**src/design/cache_pkg.sv**
```systemverilog
/*
 * cache_pkg
 * Types for the network and cache side of the memory tile: the
 * request operation and the states of the direct-mapped cache FSM.
 */
package cache_pkg;

  // operation of a network request, one bit on the link
  typedef enum logic {
    LOAD  = 1'b0,
    STORE = 1'b1
  } cache_op_e;

  // miss handling walks evict, then fill, then replays the lookup
  typedef enum logic [2:0] {
    IDLE       = 3'd0,
    LOOKUP     = 3'd1,
    EVICT_REQ  = 3'd2,
    EVICT_DATA = 3'd3,
    FILL_REQ   = 3'd4,
    FILL_DATA  = 3'd5,
    RESP       = 3'd6
  } cache_state_e;

endpackage

```
**src/design/dma_pkg.sv**
```systemverilog
/*
 * dma_pkg
 * Block DMA operation and the states of the cache-to-memory adapter.
 */
package dma_pkg;

  typedef enum logic {
    BLOCK_READ  = 1'b0,
    BLOCK_WRITE = 1'b1
  } dma_op_e;

  // one word read in flight at a time
  typedef enum logic [1:0] {
    IDLE      = 2'd0,
    READ_REQ  = 2'd1,
    READ_DATA = 2'd2,
    WRITE     = 2'd3
  } dma_state_e;

endpackage

```
**src/design/cache_dm.sv**
```systemverilog
/*
 * cache_dm
 * Direct-mapped write-back data cache. One operation in flight; a miss
 * writes back a dirty victim block, fetches the new block over DMA and
 * replays the access. Hits answer two cycles after acceptance.
 */
module cache_dm #(
  parameter addr_width_p = 12
  ,parameter data_width_p = 32
  ,parameter sets_p = 16
  ,parameter block_words_p = 4
  ,localparam blk_w_lp = addr_width_p - $clog2(block_words_p)
) (
  input clock_i
  ,input reset_i

  ,input c_v_i
  ,output logic c_ready_o
  ,input cache_pkg::cache_op_e c_op_i
  ,input [addr_width_p-1:0] c_addr_i
  ,input [data_width_p-1:0] c_data_i

  ,output logic r_v_o
  ,input r_ready_i
  ,output logic [data_width_p-1:0] r_data_o

  ,output logic dma_v_o
  ,input dma_ready_i
  ,output dma_pkg::dma_op_e dma_op_o
  ,output logic [blk_w_lp-1:0] dma_addr_o

  ,output logic wd_v_o
  ,input wd_ready_i
  ,output logic [data_width_p-1:0] wd_data_o

  ,input rd_v_i
  ,output logic rd_ready_o
  ,input [data_width_p-1:0] rd_data_i
);

  import cache_pkg::*;
  import dma_pkg::*;

  localparam off_w_lp = $clog2(block_words_p);
  localparam idx_w_lp = $clog2(sets_p);
  localparam tag_w_lp = addr_width_p - off_w_lp - idx_w_lp;

  cache_state_e state_r;
  cache_op_e op_r;
  logic [addr_width_p-1:0] addr_r;
  logic [data_width_p-1:0] data_r;
  logic [data_width_p-1:0] r_data_r;
  logic [off_w_lp-1:0] cnt_r;

  logic [tag_w_lp-1:0] tag_mem [sets_p];
  logic [sets_p-1:0] valid_r;
  logic [sets_p-1:0] dirty_r;
  logic [data_width_p-1:0] data_mem [sets_p*block_words_p];

  logic [tag_w_lp-1:0] tag_s;
  logic [idx_w_lp-1:0] idx_s;
  logic [off_w_lp-1:0] off_s;
  logic hit;
  logic last_word;

  // address split of the request being served
  assign tag_s = addr_r[addr_width_p-1 -: tag_w_lp];
  assign idx_s = addr_r[off_w_lp +: idx_w_lp];
  assign off_s = addr_r[off_w_lp-1:0];
  assign hit = valid_r[idx_s] && (tag_mem[idx_s] == tag_s);
  assign last_word = (cnt_r == off_w_lp'(block_words_p - 1));

  assign c_ready_o = (state_r == cache_pkg::IDLE);
  assign r_v_o = (state_r == RESP);
  assign r_data_o = r_data_r;

  // ~~~~~~~~~~~~~~~~~~~~~~~~~~~~~~~~~~~~~~~~~~~~~~~~~~~~~~~~~~~~~~~~~~~~~
  // DMA side
  assign dma_v_o = (state_r == EVICT_REQ) || (state_r == FILL_REQ);
  assign dma_op_o = (state_r == EVICT_REQ) ? BLOCK_WRITE : BLOCK_READ;
  // victim block address comes from the stored tag
  assign dma_addr_o = (state_r == EVICT_REQ) ? {tag_mem[idx_s], idx_s} : {tag_s, idx_s};
  assign wd_v_o = (state_r == EVICT_DATA);
  assign wd_data_o = data_mem[{idx_s, cnt_r}];
  assign rd_ready_o = (state_r == FILL_DATA);

  // ~~~~~~~~~~~~~~~~~~~~~~~~~~~~~~~~~~~~~~~~~~~~~~~~~~~~~~~~~~~~~~~~~~~~~
  // miss FSM
  always_ff @(posedge clock_i) begin
    if (reset_i) begin
      state_r <= cache_pkg::IDLE;
      valid_r <= '0;
      dirty_r <= '0;
      cnt_r <= '0;
    end else begin
      case (state_r)
        cache_pkg::IDLE: begin
          if (c_v_i) begin
            state_r <= LOOKUP;
          end
        end
        LOOKUP: begin
          if (hit) begin
            if (op_r == STORE) begin
              dirty_r[idx_s] <= 1'b1;
            end
            state_r <= RESP;
          end else begin
            cnt_r <= '0;
            state_r <= (valid_r[idx_s] && dirty_r[idx_s]) ? EVICT_REQ : FILL_REQ;
          end
        end
        EVICT_REQ: begin
          if (dma_ready_i) begin
            state_r <= EVICT_DATA;
          end
        end
        EVICT_DATA: begin
          if (wd_ready_i) begin
            cnt_r <= cnt_r + 1'b1;
            if (last_word) begin
              state_r <= FILL_REQ;
            end
          end
        end
        FILL_REQ: begin
          if (dma_ready_i) begin
            state_r <= FILL_DATA;
          end
        end
        FILL_DATA: begin
          if (rd_v_i) begin
            cnt_r <= cnt_r + 1'b1;
            if (last_word) begin
              valid_r[idx_s] <= 1'b1;
              dirty_r[idx_s] <= 1'b0;
              // replay the access on the new line
              state_r <= LOOKUP;
            end
          end
        end
        RESP: begin
          if (r_ready_i) begin
            state_r <= cache_pkg::IDLE;
          end
        end
        default: state_r <= cache_pkg::IDLE;
      endcase
    end
  end

  // request latch, tag and data arrays
  always_ff @(posedge clock_i) begin
    if (c_v_i && c_ready_o) begin
      op_r <= c_op_i;
      addr_r <= c_addr_i;
      data_r <= c_data_i;
    end
    if (state_r == LOOKUP && hit) begin
      if (op_r == STORE) begin
        data_mem[{idx_s, off_s}] <= data_r;
      end else begin
        r_data_r <= data_mem[{idx_s, off_s}];
      end
    end
    if (rd_v_i && rd_ready_o) begin
      data_mem[{idx_s, cnt_r}] <= rd_data_i;
      if (last_word) begin
        tag_mem[idx_s] <= tag_s;
      end
    end
  end

  // DMA traffic only for a miss and write-back only for a dirty line
  assert property (@(posedge clock_i) disable iff (reset_i)
    dma_v_o |-> !hit && (dma_op_o == BLOCK_READ || (valid_r[idx_s] && dirty_r[idx_s])))
    else $error("cache_dm: DMA request without a miss to serve");

  // response stays put until the link adapter takes it
  assert property (@(posedge clock_i) disable iff (reset_i)
    r_v_o && !r_ready_i |=> r_v_o && $stable(r_data_o))
    else $error("cache_dm: response dropped or changed under back-pressure");

endmodule

```
**src/design/cache_tile_top.sv**
```systemverilog
/*
 * cache_tile_top
 * Memory tile: network link adapter, direct-mapped cache and the
 * cache-to-memory DMA adapter, chained in that order.
 */
module cache_tile_top #(
  parameter addr_width_p = 12
  ,parameter data_width_p = 32
  ,parameter sets_p = 16
  ,parameter block_words_p = 4
  ,parameter src_width_p = 4
) (
  input clock_i
  ,input reset_i

  ,input req_v_i
  ,output logic req_ready_o
  ,input cache_pkg::cache_op_e req_op_i
  ,input [addr_width_p-1:0] req_addr_i
  ,input [data_width_p-1:0] req_data_i
  ,input [src_width_p-1:0] req_src_i

  ,output logic ret_v_o
  ,input ret_ready_i
  ,output cache_pkg::cache_op_e ret_op_o
  ,output logic [data_width_p-1:0] ret_data_o
  ,output logic [src_width_p-1:0] ret_dst_o

  ,output logic mem_v_o
  ,input mem_ready_i
  ,output logic mem_we_o
  ,output logic [addr_width_p-1:0] mem_addr_o
  ,output logic [data_width_p-1:0] mem_wdata_o
  ,input mem_rdata_v_i
  ,input [data_width_p-1:0] mem_rdata_i
);

  import cache_pkg::*;
  import dma_pkg::*;

  localparam blk_w_lp = addr_width_p - $clog2(block_words_p);

  // ~~~~~~~~~~~~~~~~~~~~~~~~~~~~~~~~~~~~~~~~~~~~~~~~~~~~~~~~~~~~~~~~~~~~~
  // link adapter to cache
  logic c_v, c_ready, r_v, r_ready;
  cache_op_e c_op;
  logic [addr_width_p-1:0] c_addr;
  logic [data_width_p-1:0] c_data, r_data;

  // cache to DMA adapter
  logic dma_v, dma_ready, wd_v, wd_ready, rd_v, rd_ready;
  dma_op_e dma_op;
  logic [blk_w_lp-1:0] dma_addr;
  logic [data_width_p-1:0] wd_data, rd_data;

  link_to_cache #(
    .addr_width_p(addr_width_p)
    ,.data_width_p(data_width_p)
    ,.src_width_p(src_width_p)
  ) link_to_cache_i (
    .clock_i(clock_i)
    ,.reset_i(reset_i)
    ,.req_v_i(req_v_i), .req_ready_o(req_ready_o), .req_op_i(req_op_i)
    ,.req_addr_i(req_addr_i), .req_data_i(req_data_i), .req_src_i(req_src_i)
    ,.ret_v_o(ret_v_o), .ret_ready_i(ret_ready_i), .ret_op_o(ret_op_o)
    ,.ret_data_o(ret_data_o), .ret_dst_o(ret_dst_o)
    ,.c_v_o(c_v), .c_ready_i(c_ready), .c_op_o(c_op)
    ,.c_addr_o(c_addr), .c_data_o(c_data)
    ,.r_v_i(r_v), .r_ready_o(r_ready), .r_data_i(r_data)
  );

  cache_dm #(
    .addr_width_p(addr_width_p)
    ,.data_width_p(data_width_p)
    ,.sets_p(sets_p)
    ,.block_words_p(block_words_p)
  ) cache_i (
    .clock_i(clock_i)
    ,.reset_i(reset_i)
    ,.c_v_i(c_v), .c_ready_o(c_ready), .c_op_i(c_op)
    ,.c_addr_i(c_addr), .c_data_i(c_data)
    ,.r_v_o(r_v), .r_ready_i(r_ready), .r_data_o(r_data)
    ,.dma_v_o(dma_v), .dma_ready_i(dma_ready), .dma_op_o(dma_op), .dma_addr_o(dma_addr)
    ,.wd_v_o(wd_v), .wd_ready_i(wd_ready), .wd_data_o(wd_data)
    ,.rd_v_i(rd_v), .rd_ready_o(rd_ready), .rd_data_i(rd_data)
  );

  cache_to_mem #(
    .addr_width_p(addr_width_p)
    ,.data_width_p(data_width_p)
    ,.block_words_p(block_words_p)
  ) cache_to_mem_i (
    .clock_i(clock_i)
    ,.reset_i(reset_i)
    ,.dma_v_i(dma_v), .dma_ready_o(dma_ready), .dma_op_i(dma_op), .dma_addr_i(dma_addr)
    ,.wd_v_i(wd_v), .wd_ready_o(wd_ready), .wd_data_i(wd_data)
    ,.rd_v_o(rd_v), .rd_ready_i(rd_ready), .rd_data_o(rd_data)
    ,.mem_v_o(mem_v_o), .mem_ready_i(mem_ready_i), .mem_we_o(mem_we_o)
    ,.mem_addr_o(mem_addr_o), .mem_wdata_o(mem_wdata_o)
    ,.mem_rdata_v_i(mem_rdata_v_i), .mem_rdata_i(mem_rdata_i)
  );

endmodule

```
**src/design/cache_to_mem.sv**
```systemverilog
/*
 * cache_to_mem
 * Turns block DMA reads and writes from the cache into single-word
 * transfers on the memory port, at most one read outstanding.
 */
module cache_to_mem #(
  parameter addr_width_p = 12
  ,parameter data_width_p = 32
  ,parameter block_words_p = 4
  ,localparam blk_w_lp = addr_width_p - $clog2(block_words_p)
) (
  input clock_i
  ,input reset_i

  ,input dma_v_i
  ,output logic dma_ready_o
  ,input dma_pkg::dma_op_e dma_op_i
  ,input [blk_w_lp-1:0] dma_addr_i

  ,input wd_v_i
  ,output logic wd_ready_o
  ,input [data_width_p-1:0] wd_data_i

  ,output logic rd_v_o
  ,input rd_ready_i
  ,output logic [data_width_p-1:0] rd_data_o

  ,output logic mem_v_o
  ,input mem_ready_i
  ,output logic mem_we_o
  ,output logic [addr_width_p-1:0] mem_addr_o
  ,output logic [data_width_p-1:0] mem_wdata_o
  ,input mem_rdata_v_i
  ,input [data_width_p-1:0] mem_rdata_i
);

  import dma_pkg::*;

  localparam off_w_lp = $clog2(block_words_p);

  dma_state_e state_r;
  logic [blk_w_lp-1:0] blk_r;
  logic [off_w_lp-1:0] cnt_r;
  logic [data_width_p-1:0] rd_data_r;
  logic rd_v_r;
  logic last_word;
  logic waiting;

  assign last_word = (cnt_r == off_w_lp'(block_words_p - 1));
  // read issued, data not yet back
  assign waiting = (state_r == READ_DATA) && !rd_v_r;

  assign dma_ready_o = (state_r == IDLE);
  assign wd_ready_o = (state_r == WRITE) && mem_ready_i;
  assign mem_v_o = (state_r == READ_REQ) || ((state_r == WRITE) && wd_v_i);
  assign mem_we_o = (state_r == WRITE);
  assign mem_addr_o = {blk_r, cnt_r};
  assign mem_wdata_o = wd_data_i;
  assign rd_v_o = rd_v_r;
  assign rd_data_o = rd_data_r;

  always_ff @(posedge clock_i) begin
    if (reset_i) begin
      state_r <= IDLE;
      cnt_r <= '0;
      rd_v_r <= 1'b0;
    end else begin
      case (state_r)
        IDLE: begin
          if (dma_v_i) begin
            cnt_r <= '0;
            state_r <= (dma_op_i == BLOCK_WRITE) ? WRITE : READ_REQ;
          end
        end
        WRITE: begin
          if (wd_v_i && mem_ready_i) begin
            cnt_r <= cnt_r + 1'b1;
            if (last_word) begin
              state_r <= IDLE;
            end
          end
        end
        READ_REQ: begin
          if (mem_ready_i) begin
            state_r <= READ_DATA;
          end
        end
        READ_DATA: begin
          if (waiting && mem_rdata_v_i) begin
            rd_v_r <= 1'b1;
          end
          if (rd_v_r && rd_ready_i) begin
            rd_v_r <= 1'b0;
            cnt_r <= cnt_r + 1'b1;
            state_r <= last_word ? IDLE : READ_REQ;
          end
        end
        default: state_r <= IDLE;
      endcase
    end
  end

  always_ff @(posedge clock_i) begin
    if (dma_v_i && dma_ready_o) begin
      blk_r <= dma_addr_i;
    end
    if (waiting && mem_rdata_v_i) begin
      rd_data_r <= mem_rdata_i;
    end
  end

  assert property (@(posedge clock_i) disable iff (reset_i) mem_rdata_v_i |-> waiting)
    else $error("cache_to_mem: memory read data with no read outstanding");

endmodule

```
**src/design/link_to_cache.sv**
```systemverilog
/*
 * link_to_cache
 * Network link adapter of the memory tile. Passes requests straight
 * through to the cache and remembers source id and op of each one in
 * a two-entry queue, so return packets go back to the right sender.
 */
module link_to_cache #(
  parameter addr_width_p = 12
  ,parameter data_width_p = 32
  ,parameter src_width_p = 4
) (
  input clock_i
  ,input reset_i

  ,input req_v_i
  ,output logic req_ready_o
  ,input cache_pkg::cache_op_e req_op_i
  ,input [addr_width_p-1:0] req_addr_i
  ,input [data_width_p-1:0] req_data_i
  ,input [src_width_p-1:0] req_src_i

  ,output logic ret_v_o
  ,input ret_ready_i
  ,output cache_pkg::cache_op_e ret_op_o
  ,output logic [data_width_p-1:0] ret_data_o
  ,output logic [src_width_p-1:0] ret_dst_o

  ,output logic c_v_o
  ,input c_ready_i
  ,output cache_pkg::cache_op_e c_op_o
  ,output logic [addr_width_p-1:0] c_addr_o
  ,output logic [data_width_p-1:0] c_data_o

  ,input r_v_i
  ,output logic r_ready_o
  ,input [data_width_p-1:0] r_data_i
);

  import cache_pkg::*;

  localparam depth_lp = 2;

  logic [src_width_p-1:0] src_q [depth_lp];
  cache_op_e op_q [depth_lp];
  logic wr_ptr_r;
  logic rd_ptr_r;
  logic [1:0] count_r;
  logic up_r;
  logic has_space;
  logic push;
  logic pop;

  // request side
  assign has_space = (count_r != 2'(depth_lp));
  assign c_v_o = req_v_i & has_space & up_r;
  assign req_ready_o = c_ready_i & has_space & up_r;
  assign c_op_o = req_op_i;
  assign c_addr_o = req_addr_i;
  assign c_data_o = req_data_i;
  assign push = req_v_i & req_ready_o;

  // return side, head of queue names the destination
  assign ret_v_o = r_v_i & (count_r != 2'd0);
  assign r_ready_o = ret_ready_i;
  assign ret_op_o = op_q[rd_ptr_r];
  assign ret_dst_o = src_q[rd_ptr_r];
  assign ret_data_o = (op_q[rd_ptr_r] == STORE) ? '0 : r_data_i;
  assign pop = ret_v_o & ret_ready_i;

  always_ff @(posedge clock_i) begin
    if (reset_i) begin
      up_r <= 1'b0;
      wr_ptr_r <= 1'b0;
      rd_ptr_r <= 1'b0;
      count_r <= 2'd0;
    end else begin
      up_r <= 1'b1;
      if (push) begin
        wr_ptr_r <= ~wr_ptr_r;
      end
      if (pop) begin
        rd_ptr_r <= ~rd_ptr_r;
      end
      if (push && !pop) begin
        count_r <= count_r + 2'd1;
      end else if (pop && !push) begin
        count_r <= count_r - 2'd1;
      end
    end
  end

  always_ff @(posedge clock_i) begin
    if (push) begin
      src_q[wr_ptr_r] <= req_src_i;
      op_q[wr_ptr_r] <= req_op_i;
    end
  end

  // every cache response must belong to a request pushed here earlier
  assert property (@(posedge clock_i) disable iff (reset_i) r_v_i |-> count_r != 2'd0)
    else $error("link_to_cache: cache response with no source queued");

endmodule

```
**config.mk**
```make
export PLATFORM = sky130hd
export DESIGN_NAME = cache_tile_top
export DESIGN_NICKNAME = d
export VERILOG_FILES = /design/src/design/cache_pkg.sv /design/src/design/dma_pkg.sv /design/src/design/cache_dm.sv /design/src/design/cache_tile_top.sv /design/src/design/cache_to_mem.sv /design/src/design/link_to_cache.sv
export SDC_FILE = /design/constraint.sdc
export NUM_CORES = 2
export LEC_CHECK = 0
export BUFFER_PORTS_ARGS = -buffer_cell sky130_fd_sc_hd__clkbuf_2
export CAP_MARGIN = 20
export CORE_UTILIZATION = 45
export CTS_CLUSTER_SIZE = 14
export DETAILED_ROUTE_END_ITERATION = 8
export PLACE_DENSITY_LB_ADDON = 0.2
export SYNTH_ARGS = -nofsm -noshare
export SYNTH_HDL_FRONTEND = slang
export SYNTH_SLANG_ARGS = --single-unit
```
**constraint.sdc**
```tcl
create_clock -name clock_i -period 6.33 [get_ports clock_i]
set_input_delay 0 -clock clock_i [delete_from_list [all_inputs] [get_ports clock_i]]
set_output_delay 0 -clock clock_i [all_outputs]
set_load 0.01 [all_outputs]
```
==> out/results.ini <==
[placement]
place_congestion = 0.906
numPlacedInstances = 8213
io_buffers = 171
hpwlAfterDp_um = 230000

[cells_and_area]
layout-drive-gt1-share = 0.366
syn2layout_area_growth_pct = 15.2
nFillCells = 18000
multi_input_area_sq_um = 34800
nNetsFinal = 5692
fin_cells = 8843
seq_area_sq_um = 69300
final_util = 0.523

[grt]
grt_usage = 0.305
grt_pass1_vias = 59800
grt.overflow.total = 0
grt_pass1_wl_um = 492000
antenna_found_initial = 31
grt_max_degree = 71

[outcome]
status = finished clean

[timing]
min_period_over_period = 0.833
fin_hold_ws_ns = 0.176
finalClockSkew_ns = 0.0702
rsz0062_at_grt = false
fmax_mhz = 190
tightestPinTransition_ns = 1.26
setup_viol = 0
hold_violations = 0
slew_viol_final = 0
fin_setup_tns_ns = 0
post-route-min-period_ns = 5.28
slew_headroom = 0.163

[worst_setup_path]
crit_path_max_fanout = 35
path_cells = buf_12 > buf_12 > mux4_2 > a21oi_1 > o22ai_1 > a221oi_1 > o21ai_0 > clkbuf_2
critPathLaunchType = register
end_kind = output port
worstPathRequired_ns = 6.33
crit_top_cell = buf_12
crit_arrival_ns = 5.28
slowest_delay_ns = 0.93
worstSetupPathType = register to output port
crit_slowest_cell = dfxtp_4

[power]
seq_power_share = 0.482
p_per_area_nw_per_um2 = 300
p_sw_w = 0.00951
p_int_w = 0.0267
switching_share = 0.262
p_total_w = 0.0363
combPwrFrac = 0.137
vdd_ir_drop_max_uv = 244
p_leak_nw = 37.2
p_clk_frac = 0.381

[synth]
synth_top_area_cell = edfxtp_1
postSynth.asyncResetShare = 0
syn_inst = 5132
synthFlopType = edfxtp_1
ys_top_cells_by_area = edfxtp_1 65%, mux4_2 25%, mux2i_1 1.2%, dfxtp_1 0.99%, nand2_1 0.88%
synth.avg_cell_area_sq_um = 20.4
ys_seq_area_frac = 0.661
synth.top_cell.area_share = 0.651
syn-cell-area_sq_um = 105000
yosys_warnings = 0
ys_ff_latch = 2325
post-synth-top-count-cell = edfxtp_1
synth_edf_count = 2273
synth_common_cells = 2,273 x edfxtp_1, 1,162 x mux4_2, 245 x nand2_1
synth_cell_types = 63
synth_nets = 5222

[cts]
cts_max_level = 4
cts_setup_buffers = 0
clk_latency_ns = 0.90
path_clk_slew_ns = 0.06
ctsResizeCount = 0
cts_buffers = 240
clock-sinks = 2325
clockBufferDepth = 3
cts_tree = done
cts-root-buf = clkbuf_16
cts_hold_buf = 169

[routing]
avgRoutedWirePerCell_um = 40.3
first_pass_iters = 6
wirelength_um = 356000
drtAntennaViolNets = 0
viasPerCell = 6.82
drc = 0
drt_iter0_drc = 9291
vias = 60300

[die]
fp-row-count = 176
die_y_um = 485
core_sq_um = 231000
die_area_sq_um = 235000
io_pins = 172
die_w_um = 485
start_util = 0.454

[job]
maxCapViolations = 0

[min_path]
worstHoldPathType = input port to register

## per-stage QoR
stage | setup slack [ns] | instance area, sq um
after global routing | 1.00 | 121000
after global placement | 1.33 | 111000
after CTS | 1.12 | 121000
final | 1.05 | 121000
after floorplan | 0.408 | 105000
after detailed placement | 1.30 | 112000
## flip-flops by register name, summed over array words and instances, names as in the netlist, 8 cells and up, named ones only
name and flops:
cache_i.addr_r 12, cache_i.data_mem 2048, cache_i.data_r 32, cache_i.r_data_o 32, cache_i.tag_mem 96, cache_i.valid_r 16
cache_to_mem_i.blk_r 10, cache_to_mem_i.rd_data_o 32, link_to_cache_i.src_q 8
## power groups by stage
stage | clock network [W] | logic (W) | registers, W
after floorplan | 0 | 0.00268 | 0.0177
after global routing | 0.0145 | 0.00510 | 0.0175
final | 0.0138 | 0.00497 | 0.0175
after detailed placement | 0 | 0.00485 | 0.0178
after global placement | 0 | 0.00481 | 0.0178
after CTS | 0.0139 | 0.00493 | 0.0175
## final timing paths
kind                  startpoint                  endpoint  slack, ns  cells after the start
min                  mem_ready_i   cache_to_mem_i.cnt_r[1]       0.18                      5
min reg2reg  cache_i.valid_r[11]       cache_i.valid_r[11]       0.47                      1
max reg2reg             register  cache_i.data_mem[30][13]       1.20                     10
max             cache_i.cnt_r[0]           mem_wdata_o[11]       1.05                      8
## logic make-up after synthesis
kind of cell,after synthesis,synth area share
flip-flops,2325,0.661
multiplexers,1351,0.268
AND/OR/NAND/NOR,529,0.0225
AO/OA/AOI/OAI,505,0.0314
buffers and inverters,412,0.0158
XOR/XNOR,7,0.000585
adder cells (fa/ha/maj),3,0.000358
## worst max-delay path, delay by kind of cell, from the launching register on
family	cells	cell delay [ns]
flip-flops	1	0.93
multiplexers	1	0.54
AO/OA/AOI/OAI	4	1.91
buffers and inverters	3	0.84
## routing by layer
metal	routed length (um)	track usage
met2	164000	0.465
met4	20200	0.149
met1	133000	0.420
met3	39100	0.0622
met5	125	0
## cell usage in the layout (no fill, tap or decap), types with 50 or more instances in the layout
master / count
dfxtp_1: 50
mux4_2: 1162
mux2i_1: 125
edfxtp_1: 2273
clkbuf_1: 59
mux2_2: 63
dlygate4sd3_1: 169
clkinv_1: 59
o21ai_0: 96
a21oi_1: 98
nand2_1: 232
buf_4: 234
nor2_1: 108
clkbuf_16: 244
a22oi_1: 108
clkbuf_2: 171
## final cells by class
| cell class | instances | share of cell area |
|---|---|---|
| inverters | 14 | 0.000507 |
| clock buffers | 303 | 0.0524 |
| repair buffers | 626 | 0.0437 |
| multi-input cells | 2395 | 0.288 |
| clock inverters | 137 | 0.00995 |
| diodes | 17 | 0.000352 |
| well taps | 3026 | 0.0313 |
| flip-flops and latches | 2325 | 0.574 |
(Power assumes the default switching activity.)
